`src/design/pam_pkg.sv`:
```
// Page allocator shared types
package pam_pkg;

	// ============================================================
	// Sizes of the page map
	// ============================================================
	localparam int NUM_PAGES = 256;
	localparam int NUM_WORDS = 8;

	// Page number, split as word index over bit position
	typedef logic [7:0]  page_t;
	typedef logic [2:0]  word_idx_t;
	typedef logic [4:0]  bit_idx_t;
	// One bitmap word, a set bit marks an allocated page
	typedef logic [31:0] map_word_t;
	// Free pages, wide enough to hold NUM_PAGES
	typedef logic [8:0]  count_t;

	// Bus side widths
	typedef logic [1:0]  wb_adr_t;
	typedef logic [31:0] wb_data_t;

	// ============================================================
	// Commands and status
	// ============================================================
	typedef enum logic [1:0] {
		OP_NONE    = 2'd0,
		OP_ALLOC   = 2'd1,
		OP_FREE    = 2'd2,
		OP_FREEALL = 2'd3
	} pam_op_t;

	// Command strobe from the bus slave, valid is high for one cycle
	typedef struct packed {
		logic    valid;
		pam_op_t op;
		page_t   page;
	} pam_cmd_t;

	// Allocator state seen by the bus slave
	typedef struct packed {
		logic   busy;
		logic   fail;
		page_t  page;
		count_t free_cnt;
	} pam_status_t;

	// Word addresses of the registers
	localparam wb_adr_t REG_CMD      = 2'd0;
	localparam wb_adr_t REG_STATUS   = 2'd1;
	localparam wb_adr_t REG_FREE_CNT = 2'd2;

endpackage
```
`src/design/pam_top.sv`:
```
// Page allocator top level
`timescale 1ns/1ps

module pam_top
	import pam_pkg::*;
#(
	// Pages 0 up to RESERVED_LOW-1 are never handed out
	parameter int RESERVED_LOW = 9
)
(
	input  logic     clk,
	input  logic     rst,
	input  logic     wb_cyc_i,
	input  logic     wb_stb_i,
	input  logic     wb_we_i,
	input  wb_adr_t  wb_adr_i,
	input  wb_data_t wb_dat_i,
	output wb_data_t wb_dat_o,
	output logic     wb_ack_o
);

	// Slave to allocator and back
	pam_cmd_t    cmd;
	pam_status_t status;

	// ============================================================
	// Bus slave
	// ============================================================
	wb_pam_regs u_regs (
		.clk      (clk),
		.rst      (rst),
		.wb_cyc_i (wb_cyc_i),
		.wb_stb_i (wb_stb_i),
		.wb_we_i  (wb_we_i),
		.wb_adr_i (wb_adr_i),
		.wb_dat_i (wb_dat_i),
		.wb_dat_o (wb_dat_o),
		.wb_ack_o (wb_ack_o),
		.status_i (status),
		.cmd_o    (cmd)
	);

	// ============================================================
	// Allocator
	// ============================================================
	page_alloc_fsm #(
		.RESERVED_LOW (RESERVED_LOW)
	) u_alloc (
		.clk      (clk),
		.rst      (rst),
		.cmd_i    (cmd),
		.status_o (status)
	);

endmodule

```
`src/design/wb_pam_regs.sv`:
```
// Wishbone register slave
`timescale 1ns/1ps

module wb_pam_regs
	import pam_pkg::*;
(
	input  logic        clk,
	input  logic        rst,
	input  logic        wb_cyc_i,
	input  logic        wb_stb_i,
	input  logic        wb_we_i,
	input  wb_adr_t     wb_adr_i,
	input  wb_data_t    wb_dat_i,
	output wb_data_t    wb_dat_o,
	output logic        wb_ack_o,
	input  pam_status_t status_i,
	output pam_cmd_t    cmd_o
);

	logic     ack_q;
	logic     req;
	logic     cmd_wr;
	logic     cmd_take;
	pam_op_t  wr_op;
	wb_data_t rd_mux;
	wb_data_t dat_q;
	pam_cmd_t cmd_q;

	// ============================================================
	// Bus handshake
	// ============================================================

	// New cycle seen, not yet acknowledged
	assign req = wb_cyc_i & wb_stb_i & !ack_q;

	// Single cycle ack, the master drops stb after it
	always_ff @(posedge clk)
	begin
		if (rst)
		begin
			ack_q <= 1'b0;
		end
		else
		begin
			ack_q <= req;
		end
	end

	// ============================================================
	// Command decode
	// ============================================================
	assign wr_op  = pam_op_t'(wb_dat_i[1:0]);
	assign cmd_wr = req & wb_we_i & (wb_adr_i == REG_CMD);
	// Drop no-ops and anything arriving while the allocator works
	assign cmd_take = cmd_wr & (wr_op != OP_NONE) & !status_i.busy;

	// Strobe lines up with the ack cycle
	always_ff @(posedge clk)
	begin
		if (rst)
		begin
			cmd_q <= '0;
		end
		else
		begin
			cmd_q.valid <= cmd_take;
			if (cmd_take)
			begin
				cmd_q.op   <= wr_op;
				cmd_q.page <= wb_dat_i[15:8];
			end
		end
	end

	// ============================================================
	// Read path
	// ============================================================
	always_comb
	begin
		unique case (wb_adr_i)
			REG_STATUS:   rd_mux = {16'd0, status_i.page, 6'd0, status_i.fail, status_i.busy};
			REG_FREE_CNT: rd_mux = wb_data_t'(status_i.free_cnt);
			// CMD and the spare address read as zero
			default:      rd_mux = '0;
		endcase
	end

	// Sampled on the request, presented with ack
	always_ff @(posedge clk)
	begin
		if (req)
		begin
			dat_q <= rd_mux;
		end
	end

	assign wb_dat_o = dat_q;
	assign wb_ack_o = ack_q;
	assign cmd_o    = cmd_q;

endmodule

```
`src/design/page_alloc_fsm.sv`:
```
// Page bitmap and allocation FSM
`timescale 1ns/1ps

module page_alloc_fsm
	import pam_pkg::*;
#(
	parameter int RESERVED_LOW = 9
)
(
	input  logic        clk,
	input  logic        rst,
	input  pam_cmd_t    cmd_i,
	output pam_status_t status_o
);

	// Free pages once the map is empty, low block and top page excluded
	localparam count_t    FREE_INIT = count_t'(NUM_PAGES - RESERVED_LOW - 1);
	localparam word_idx_t LAST_WORD = word_idx_t'(NUM_WORDS - 1);
	// Reserved low pages, all of them live in word 0
	localparam map_word_t LOW_MASK  = map_word_t'((64'd1 << RESERVED_LOW) - 64'd1);

	typedef enum logic [3:0] {
		CLEAR,
		IDLE,
		ALLOC_READ,
		ALLOC_SCAN,
		ALLOC_COMMIT,
		ALLOC_FAIL,
		FREE_READ,
		FREE_MODIFY,
		FREE_WRITE
	} state_t;

	state_t    state_q;
	word_idx_t word_q;
	logic      commit_ph_q;
	logic      free_ok_q;
	logic      fail_q;
	page_t     result_q;
	count_t    count_q;

	// Bitmap and working word
	map_word_t bitmap [NUM_WORDS];
	map_word_t map_q;
	bit_idx_t  bit_q;

	map_word_t masked_word;
	bit_idx_t  find_bit;
	logic      find_full;
	logic      page_reserved;

	// Stored word with the reserved pages forced to taken
	always_comb
	begin
		masked_word = bitmap[word_q];
		if (word_q == '0)
		begin
			masked_word = masked_word | LOW_MASK;
		end
		if (word_q == LAST_WORD)
		begin
			masked_word[31] = 1'b1;
		end
	end

	// Pages that a free command must never touch
	assign page_reserved = (int'(cmd_i.page) < RESERVED_LOW) ||
		(int'(cmd_i.page) == NUM_PAGES - 1);

	free_bit_finder u_finder (
		.map_i  (map_q),
		.bit_o  (find_bit),
		.full_o (find_full)
	);

	// ============================================================
	// Control and counters
	// ============================================================
	always_ff @(posedge clk)
	begin
		if (rst)
		begin
			state_q     <= CLEAR;
			word_q      <= '0;
			commit_ph_q <= 1'b0;
			free_ok_q   <= 1'b0;
			fail_q      <= 1'b0;
			result_q    <= '0;
			count_q     <= FREE_INIT;
		end
		else
		begin
			unique case (state_q)
				// One word per cycle, also used by free all
				CLEAR:
				begin
					word_q <= word_q + 1'b1;
					if (word_q == LAST_WORD)
					begin
						state_q <= IDLE;
					end
				end
				IDLE:
				begin
					if (cmd_i.valid)
					begin
						unique case (cmd_i.op)
							OP_ALLOC:
							begin
								word_q  <= '0;
								fail_q  <= 1'b0;
								state_q <= ALLOC_READ;
							end
							OP_FREE:
							begin
								word_q    <= cmd_i.page[7:5];
								free_ok_q <= !page_reserved;
								state_q   <= FREE_READ;
							end
							OP_FREEALL:
							begin
								word_q  <= '0;
								fail_q  <= 1'b0;
								count_q <= FREE_INIT;
								state_q <= CLEAR;
							end
							default:
							begin
								state_q <= IDLE;
							end
						endcase
					end
				end
				ALLOC_READ:
				begin
					state_q <= ALLOC_SCAN;
				end
				ALLOC_SCAN:
				begin
					if (!find_full)
					begin
						commit_ph_q <= 1'b0;
						state_q     <= ALLOC_COMMIT;
					end
					else if (word_q == LAST_WORD)
					begin
						state_q <= ALLOC_FAIL;
					end
					else
					begin
						word_q  <= word_q + 1'b1;
						state_q <= ALLOC_READ;
					end
				end
				// Phase 0 sets the bit, phase 1 writes back
				ALLOC_COMMIT:
				begin
					commit_ph_q <= 1'b1;
					if (commit_ph_q)
					begin
						result_q <= {word_q, bit_q};
						count_q  <= count_q - 1'b1;
						state_q  <= IDLE;
					end
				end
				// Page 0 is reserved so it doubles as the fail result
				ALLOC_FAIL:
				begin
					fail_q   <= 1'b1;
					result_q <= '0;
					state_q  <= IDLE;
				end
				FREE_READ:
				begin
					state_q <= FREE_MODIFY;
				end
				FREE_MODIFY:
				begin
					// Already free means nothing to give back
					free_ok_q <= free_ok_q & map_q[bit_q];
					state_q   <= FREE_WRITE;
				end
				FREE_WRITE:
				begin
					if (free_ok_q)
					begin
						count_q <= count_q + 1'b1;
					end
					state_q <= IDLE;
				end
				default:
				begin
					state_q <= IDLE;
				end
			endcase
		end
	end

	// ============================================================
	// Bitmap datapath
	// ============================================================
	always_ff @(posedge clk)
	begin
		unique case (state_q)
			CLEAR:
			begin
				bitmap[word_q] <= '0;
			end
			IDLE:
			begin
				bit_q <= cmd_i.page[4:0];
			end
			ALLOC_READ:
			begin
				map_q <= masked_word;
			end
			ALLOC_SCAN:
			begin
				bit_q <= find_bit;
			end
			ALLOC_COMMIT:
			begin
				// Reread the raw word so reserved bits stay clear in storage
				if (!commit_ph_q)
				begin
					map_q <= bitmap[word_q] | (map_word_t'(1) << bit_q);
				end
				else
				begin
					bitmap[word_q] <= map_q;
				end
			end
			FREE_READ:
			begin
				map_q <= bitmap[word_q];
			end
			FREE_MODIFY:
			begin
				if (free_ok_q)
				begin
					map_q[bit_q] <= 1'b0;
				end
			end
			FREE_WRITE:
			begin
				bitmap[word_q] <= map_q;
			end
			default:
			begin
			end
		endcase
	end

	// Busy covers every state except IDLE
	assign status_o.busy     = (state_q != IDLE);
	assign status_o.fail     = fail_q;
	assign status_o.page     = result_q;
	assign status_o.free_cnt = count_q;

endmodule

```
`src/design/free_bit_finder.sv`:
```
// Lowest free bit finder
`timescale 1ns/1ps

module free_bit_finder
	import pam_pkg::*;
(
	input  map_word_t map_i,
	output bit_idx_t  bit_o,
	output logic      full_o
);

	// ============================================================
	// Priority search
	// ============================================================

	// Walk from the top bit down so the last hit is the lowest zero
	// Lowest page first keeps allocation deterministic
	always_comb
	begin
		bit_o = '0;
		for (int i = 31; i >= 0; i--)
		begin
			if (!map_i[i])
			begin
				bit_o = bit_idx_t'(i);
			end
		end
	end

	// Every page in this word is taken
	// bit_o is then meaningless and stays at 0
	assign full_o = &map_i;

endmodule

```
`config.mk`:
```
export PLATFORM = sky130hd
export DESIGN_NAME = pam_top
export DESIGN_NICKNAME = d
export VERILOG_FILES = /design/src/design/pam_pkg.sv /design/src/design/pam_top.sv /design/src/design/wb_pam_regs.sv /design/src/design/page_alloc_fsm.sv /design/src/design/free_bit_finder.sv
export SDC_FILE = /design/constraint.sdc
export NUM_CORES = 1
export LEC_CHECK = 0
export BUFFER_PORTS_ARGS = -buffer_cell sky130_fd_sc_hd__buf_2
export CAP_MARGIN = 20
export CORE_UTILIZATION = 60
export CTS_CLUSTER_DIAMETER = 150
export DETAILED_ROUTE_END_ITERATION = 10
export PLACE_DENSITY_LB_ADDON = 0.15
export SETUP_SLACK_MARGIN = 0.15
export SYNTH_ARGS = -nofsm -noshare
export SYNTH_HDL_FRONTEND = slang
export SYNTH_SLANG_ARGS = --single-unit
```
`constraint.sdc`:
```
create_clock -name clk -period 11.5 [get_ports clk]
set_clock_uncertainty 0.2 [all_clocks]
set_input_delay 0.575 -clock clk [delete_from_list [all_inputs] [get_ports clk]]
set_output_delay 0.575 -clock clk [all_outputs]
set_load 0.03 [all_outputs]
```
## Word level (Yosys, flattened, before mapping)

Memories as Yosys holds them, arrays and structs flattened. A register that Yosys moved wholly into a read port is not among the register bits.
Cells that the tools add are included.

- $add $sub $neg: 3
- Multipliers: 0
- Divide/modulo/power cells: 0
- $lt $le $gt $ge: 3
- Equality and inequality tests: 29
- Shift-type cells: 1
- Multiplexer cells: 81
- Bitwise gates (word level): 12
- Reduce and logical (&&, ||, !) cells: 27

Operator list:

| kind | count |
|---|---|
| two-way mux 5 bit | 32 |
| two-way mux 32 bit | 4 |
| one-hot mux 32 bit (4 select lines) | 1 |
| two-way mux 9 bit | 5 |
| AND 32 bit | 1 |
| NOT 32 bit | 1 |
| bitwise OR 32 bit | 1 |
| one-hot mux 16 bit (2 select lines) | 1 |
| AND reduction 32 bit | 1 |
| << shifter 1 x 5 -> 32 bit, first input constant | 1 |
| one-hot mux 4 bit (7 select lines) | 1 |
| one-hot mux 9 bit (3 select lines) | 1 |
| two-way mux 3 bit | 6 |
| one-hot mux 3 bit (3 select lines) | 2 |
| == test 4 x 3 -> 1 bit, second input constant | 4 |
| two-way mux 4 bit | 4 |
| one-hot mux 8 bit (2 select lines) | 1 |
| two-way mux 1 bit | 15 |
| != test 2 bit, second input constant | 7 |
| AND reduction 3 bit | 4 |
| nonzero test 2 bit | 6 |
| != test 2 x 1 -> 1 bit, second input constant | 5 |
| one-hot mux 5 bit (2 select lines) | 1 |
| AND reduction 5 bit | 2 |
| 32 further kinds | 49 |

- Bits in registers: 108
- Bits in latches: 0
- Memory bits (writable): 256
- Bits in read-only memories: 0
- Input port bits: 39
- Word-level logic and storage cells: 171
- Memories: 1

Memory list:

| memory | words | bits a word | rd ports | clocked after Yosys merged registers in | write ports | line | source |
|---|---|---|---|---|---|---|---|
| u_alloc.bitmap | 8 | 32 | 1 | 1 | 1 | page_alloc_fsm.sv:43 | `map_word_t bitmap [NUM_WORDS];` |

## Logic depth before layout (Yosys ltp)

- Word-level depth: 33
- Gate-level depth with buffers: 10
- Depth with buffers taken out: 9

## Hierarchy

From an unflattened synthesis, not the netlist that was laid out.

- Cells, all modules: 1014
- Area total of the unflattened synthesis: 15603.7 um2

Modules (own cells, without submodules):

| module | instances | cells an instance | area each (um2) | sequential area each (um2) |
|---|---|---|---|---|
| page_alloc_fsm | 1 | 837 | 13908.3 | 9399.0 |
| wb_pam_regs | 1 | 110 | 1321.3 | 720.7 |
| free_bit_finder | 1 | 67 | 374.1 | 0.0 |

## Least setup slack after synthesis

No wires, ideal clock.

- Path type: flip-flop to flip-flop
- Start: register u_alloc.commit_ph_q
- End: memory u_alloc.bitmap[1][0] (netlist name) (enable)
- Library setup time: 461 ps
- Arrival: 3431 ps
- Required time: 10839 ps
- Setup slack: 7408 ps
- Stages on the path, launching flop included: 7
- Buffers on the path: 1
- Cells stage by stage: dfxtp_1 clkbuf_1 inv_1 o21ai_0 nor3b_1 nand2_1 nor3_1

- Longest elaborated chain between the ends: 5

Ends and longest elaborated chain:

| element | line | source |
|---|---|---|
| start: declaration | page_alloc_fsm.sv:36 | `logic commit_ph_q;` |
| start signal: assignment | page_alloc_fsm.sv:85 | `commit_ph_q <= 1'b0;` |
| start signal: assignment | page_alloc_fsm.sv:142 | `commit_ph_q <= 1'b0;` |
| start signal: assignment | page_alloc_fsm.sv:158 | `commit_ph_q <= 1'b1;` |
| two-way mux 1 bit | page_alloc_fsm.sv:224 | `if (!commit_ph_q)` |
| two-way mux 1 bit | page_alloc_fsm.sv:204 | `unique case (state_q)` |
| two-way mux 1 bit (implied by the code) | page_alloc_fsm.sv:230 | `bitmap[word_q] <= map_q;` |
| bitwise OR 1 bit (no source line) (2 in series) | - |  |
| end: declaration | page_alloc_fsm.sv:43 |  |

Every way passes these cells.

## Final worst setup path

- Start: register u_alloc.state_q[3]
- End: register u_alloc.count_q[8]

- Longest elaborated chain between the ends: 3
- Elaborated cells between the ends (all ways): 10
- Classes of those cells: eq/ne: 7; mux: 1; reduce/logical: 2

Ends and longest elaborated chain:

| element | line | source |
|---|---|---|
| start: declaration | page_alloc_fsm.sv:34 | `state_t state_q;` |
| start signal: assignment | page_alloc_fsm.sv:83 | `state_q <= CLEAR;` |
| start signal: assignment | page_alloc_fsm.sv:100 | `state_q <= IDLE;` |
| start signal: assignment | page_alloc_fsm.sv:112 | `state_q <= ALLOC_READ;` |
| == test 4 bit (tied with other cells) | page_alloc_fsm.sv:93 | `unique case (state_q)` |
| != test 2 x 1 -> 1 bit (no source line) (tied with other cells) | - |  |
| AND reduction 5 bit (no source line) | - |  |
| end signal: assignment | page_alloc_fsm.sv:162 | `count_q <= count_q - 1'b1;` |
| end signal: assignment | page_alloc_fsm.sv:187 | `count_q <= count_q + 1'b1;` |
| end: declaration | page_alloc_fsm.sv:40 | `count_t count_q;` |

Parallel ways exist; a longest one is shown, timed or not.
A chain may end at the register's enable or synchronous reset.

==> run summary <==
Status: finished, final reports clean
Final Cycle Share: 0.318
Max Cap Violations: 0
Port bufs: 33
Postcts setup bufs: 0
CP Capture Type: flip-flop
Complex-gate fraction of the synthesized area: 0.0792
Switching Share: 0.221
Fin. Hold Viols: 0
CP Data Arrival Time: 3.88 ns
Psw: 0.622 mW
Die width: 163 um
Dominant synthesized flop cell: edfxtp_1
Pwr dens: 164 nW/um^2
1st-iter DRT viols: 1,196
Resize count post-CTS: 0
Sequential cell area: 10,100 um^2
Crit Path Category: flip-flop to flip-flop
Max clock buf depth: 3
Post-synthesis xor/xnor area fraction: 0.00282
WP data required: 11.72 ns
Worst ir drop on vdd: 0.142 mV
Sequential share of power: 0.522
Final setup violating endpoints: 0
First-pass GRT wire length: 51.2 mm
Comb pwr share: 0.076
Worst-Skew Late Latency: 0.52 ns
Seq cells post-synth: 351
Final HPWL DP: 19.7 mm
Achievable Freq: 273 MHz
Leak: 5.78 nW
Most common cell after layout, fill and taps aside: edfxtp_1
Antenna cells: 0
Hold buffers post-CTS: 0
I/O pin cnt: 72
Pint: 2.19 mW
Ys async rst share: 0
Post-route insts no fill: 1,388
Vias per inst: 6.46
Starting Density: 0.614
Post-synthesis mux area share: 0.135
Total Power: 2.81 mW
Max Slew Vio Count: 0
Final wirelength: 32.7 mm
Post-placement cell count: 1,319
Post-Syn Area: 15,500 um^2
Tmin final: 3.66 ns
Commonest non-fill, non-tap cells in the layout: 309 x edfxtp_1, 70 x mux4_2, 52 x nor2_1
Fin nets: 1,088
Largest family of logic cells by synthesized area: multiplexers
Synth unique cells: 74
Pre-CTS setup slack: 7.95 ns
Hold WC Path Type: input pin to flip-flop
Synth Area in Adders: 0.0158
Clock share of power: 0.402
FILL cells: 1,731
Routed len/inst: 23.6 um
Post-route ant nets: 0
GP Congestion: 0.895
Crit path max fanout: 14
Largest net degree at the start of global routing: 64
Vias in the first global route: 8,779
H-tree levels: 2
EDFF count, synth: 309
Worst slew margin: 0.319
TNS Setup: 0 ns
CTS Root Cell: clkbuf_16
# rows: 58
Die height: 163 um
Tot GR Track Use: 0.258
Layout cells sized above 1: 0.196
CTS Buf Count: 38
Yosys warns: 0
Worst hold margin: 0.109 ns
Drt first pass iters: 5
GRT overflow: 0
Synth-to-Final Area Change: 10.5%
Mapped Avg Cell Area: 15.5 um^2
Footprint of the multi-input gates: 5060 um^2
Clock sinks: 351
CTS tree: done
Via Count: 8,963
Transition time of the tightest slew-check pin: 1.02 ns
Mapped Cells: 999
Clock transition at path regs: 0.06 ns
Area share of and/or/nand/nor cells after synthesis: 0.0862
DRC Markers: 0
Sequential area share after synthesis: 0.653
Die footprint: 26,500 um^2
Final worst setup slack: 7.84 ns
RSZ-0062 raised after global routing: no
CP startpoint kind: flip-flop
Initial antenna violation count: 0
Core area: 25,300 um^2
==> synth_stat cells, types with 9 or more instances <==
cell	n	share of area
clkbuf_1	33	0.0080
o31ai_1	10	0.0048
and3_1	9	0.0036
nand3_1	26	0.0084
ha_1	18	0.015
edfxtp_1	309	0.60
nand2_1	35	0.0085
nor2_1	59	0.014
nor2b_1	41	0.017
nor3_1	16	0.0052
buf_2	20	0.0065
dfxtp_1	42	0.054
mux2i_1	50	0.032
inv_1	18	0.0044
o221ai_1	22	0.012
o211ai_1	30	0.015
a21oi_1	29	0.0094
o21ai_0	28	0.0090
buf_4	19	0.0092
mux4_2	70	0.10
nand4_1	11	0.0044
==> layer usage <==
| layer | up-vias | track usage | wire, um |
|---|---|---|---|
| met3 | 58 | 0.0400 | 2460 |
| met2 | 378 | 0.396 | 15200 |
| met1 | 4507 | 0.387 | 14400 |
| li1 | 4020 | - | - |
| met4 | 0 | 0.0722 | 690 |
| met5 | - | 0 | 0 |
==> path summary, 6_finish.rpt <==
kind / startpoint / endpoint / slack [ns] / cells after the start
worst max-delay path: u_alloc.state_q[3] / u_alloc.count_q[8] / 7.84 / 9
worst min-delay path: wb_dat_i[15] / u_regs.cmd_o[7] / 0.11 / 3
worst max register to register: u_alloc.state_q[3] / u_alloc.count_q[8] / 7.84 / 9
worst min register to register: u_alloc.result_q[4] / u_alloc.result_q[4] / 0.26 / 2
==> power groups by stage <==
stage / combinational, mW / clock (mW) / sequential [mW]
floorplan: 0.162 / 0 / 1.48
global placement: 0.210 / 0 / 1.49
detailed placement: 0.215 / 0 / 1.49
CTS: 0.217 / 1.14 / 1.47
global route: 0.230 / 1.20 / 1.47
finish: 0.213 / 1.13 / 1.47
==> metrics by stage <==
stage                     area [um^2]   util
final                           17100  0.679
after detailed placement        16000  0.632
after global routing            17100  0.679
after floorplan                 15600      -
after global placement          16000  0.632
after CTS                       17100  0.678
==> layout make-up <==
class | instances | share of cell area
multi-input combinational | 571 | 0.295
clock buffer | 48 | 0.0601
timing repair buffer | 50 | 0.0178
clock inverter | 20 | 0.00767
tap | 330 | 0.0241
sequential | 351 | 0.591
inverter | 18 | 0.00394
==> critical path, stage by stage (launching register included) <==
cell,delay [ns]
dfxtp_1,0.73
nor4b_4,0.49
inv_1,0.34
fa_1,0.50
a21oi_1,0.21
o211ai_1,0.16
o41a_1,0.39
mux2i_1,0.22
a21oi_2,0.09
a311oi_2,0.23
==> cell families after synthesis <==
| kind of cell | Yosys count |
|---|---|
| AND/OR/NAND/NOR | 242 |
| multiplexers | 121 |
| AO/OA/AOI/OAI | 168 |
| adder cells (fa/ha/maj) | 19 |
| buffers and inverters | 92 |
| other | 1 |
| flip-flops | 351 |
| XOR/XNOR | 5 |
==> state kept, by name, summed over array words and instances, names as in the netlist, 4 cells and up, named ones only <==
signal	flops
u_alloc.bitmap	256
u_alloc.map_q	32
u_regs.wb_dat_o	16
u_regs.cmd_o	11
u_alloc.count_q	9
u_alloc.result_q	8
u_alloc.bit_q	5
u_alloc.state_q	4
No activity file was read; power rests on OpenSTA's default activity.
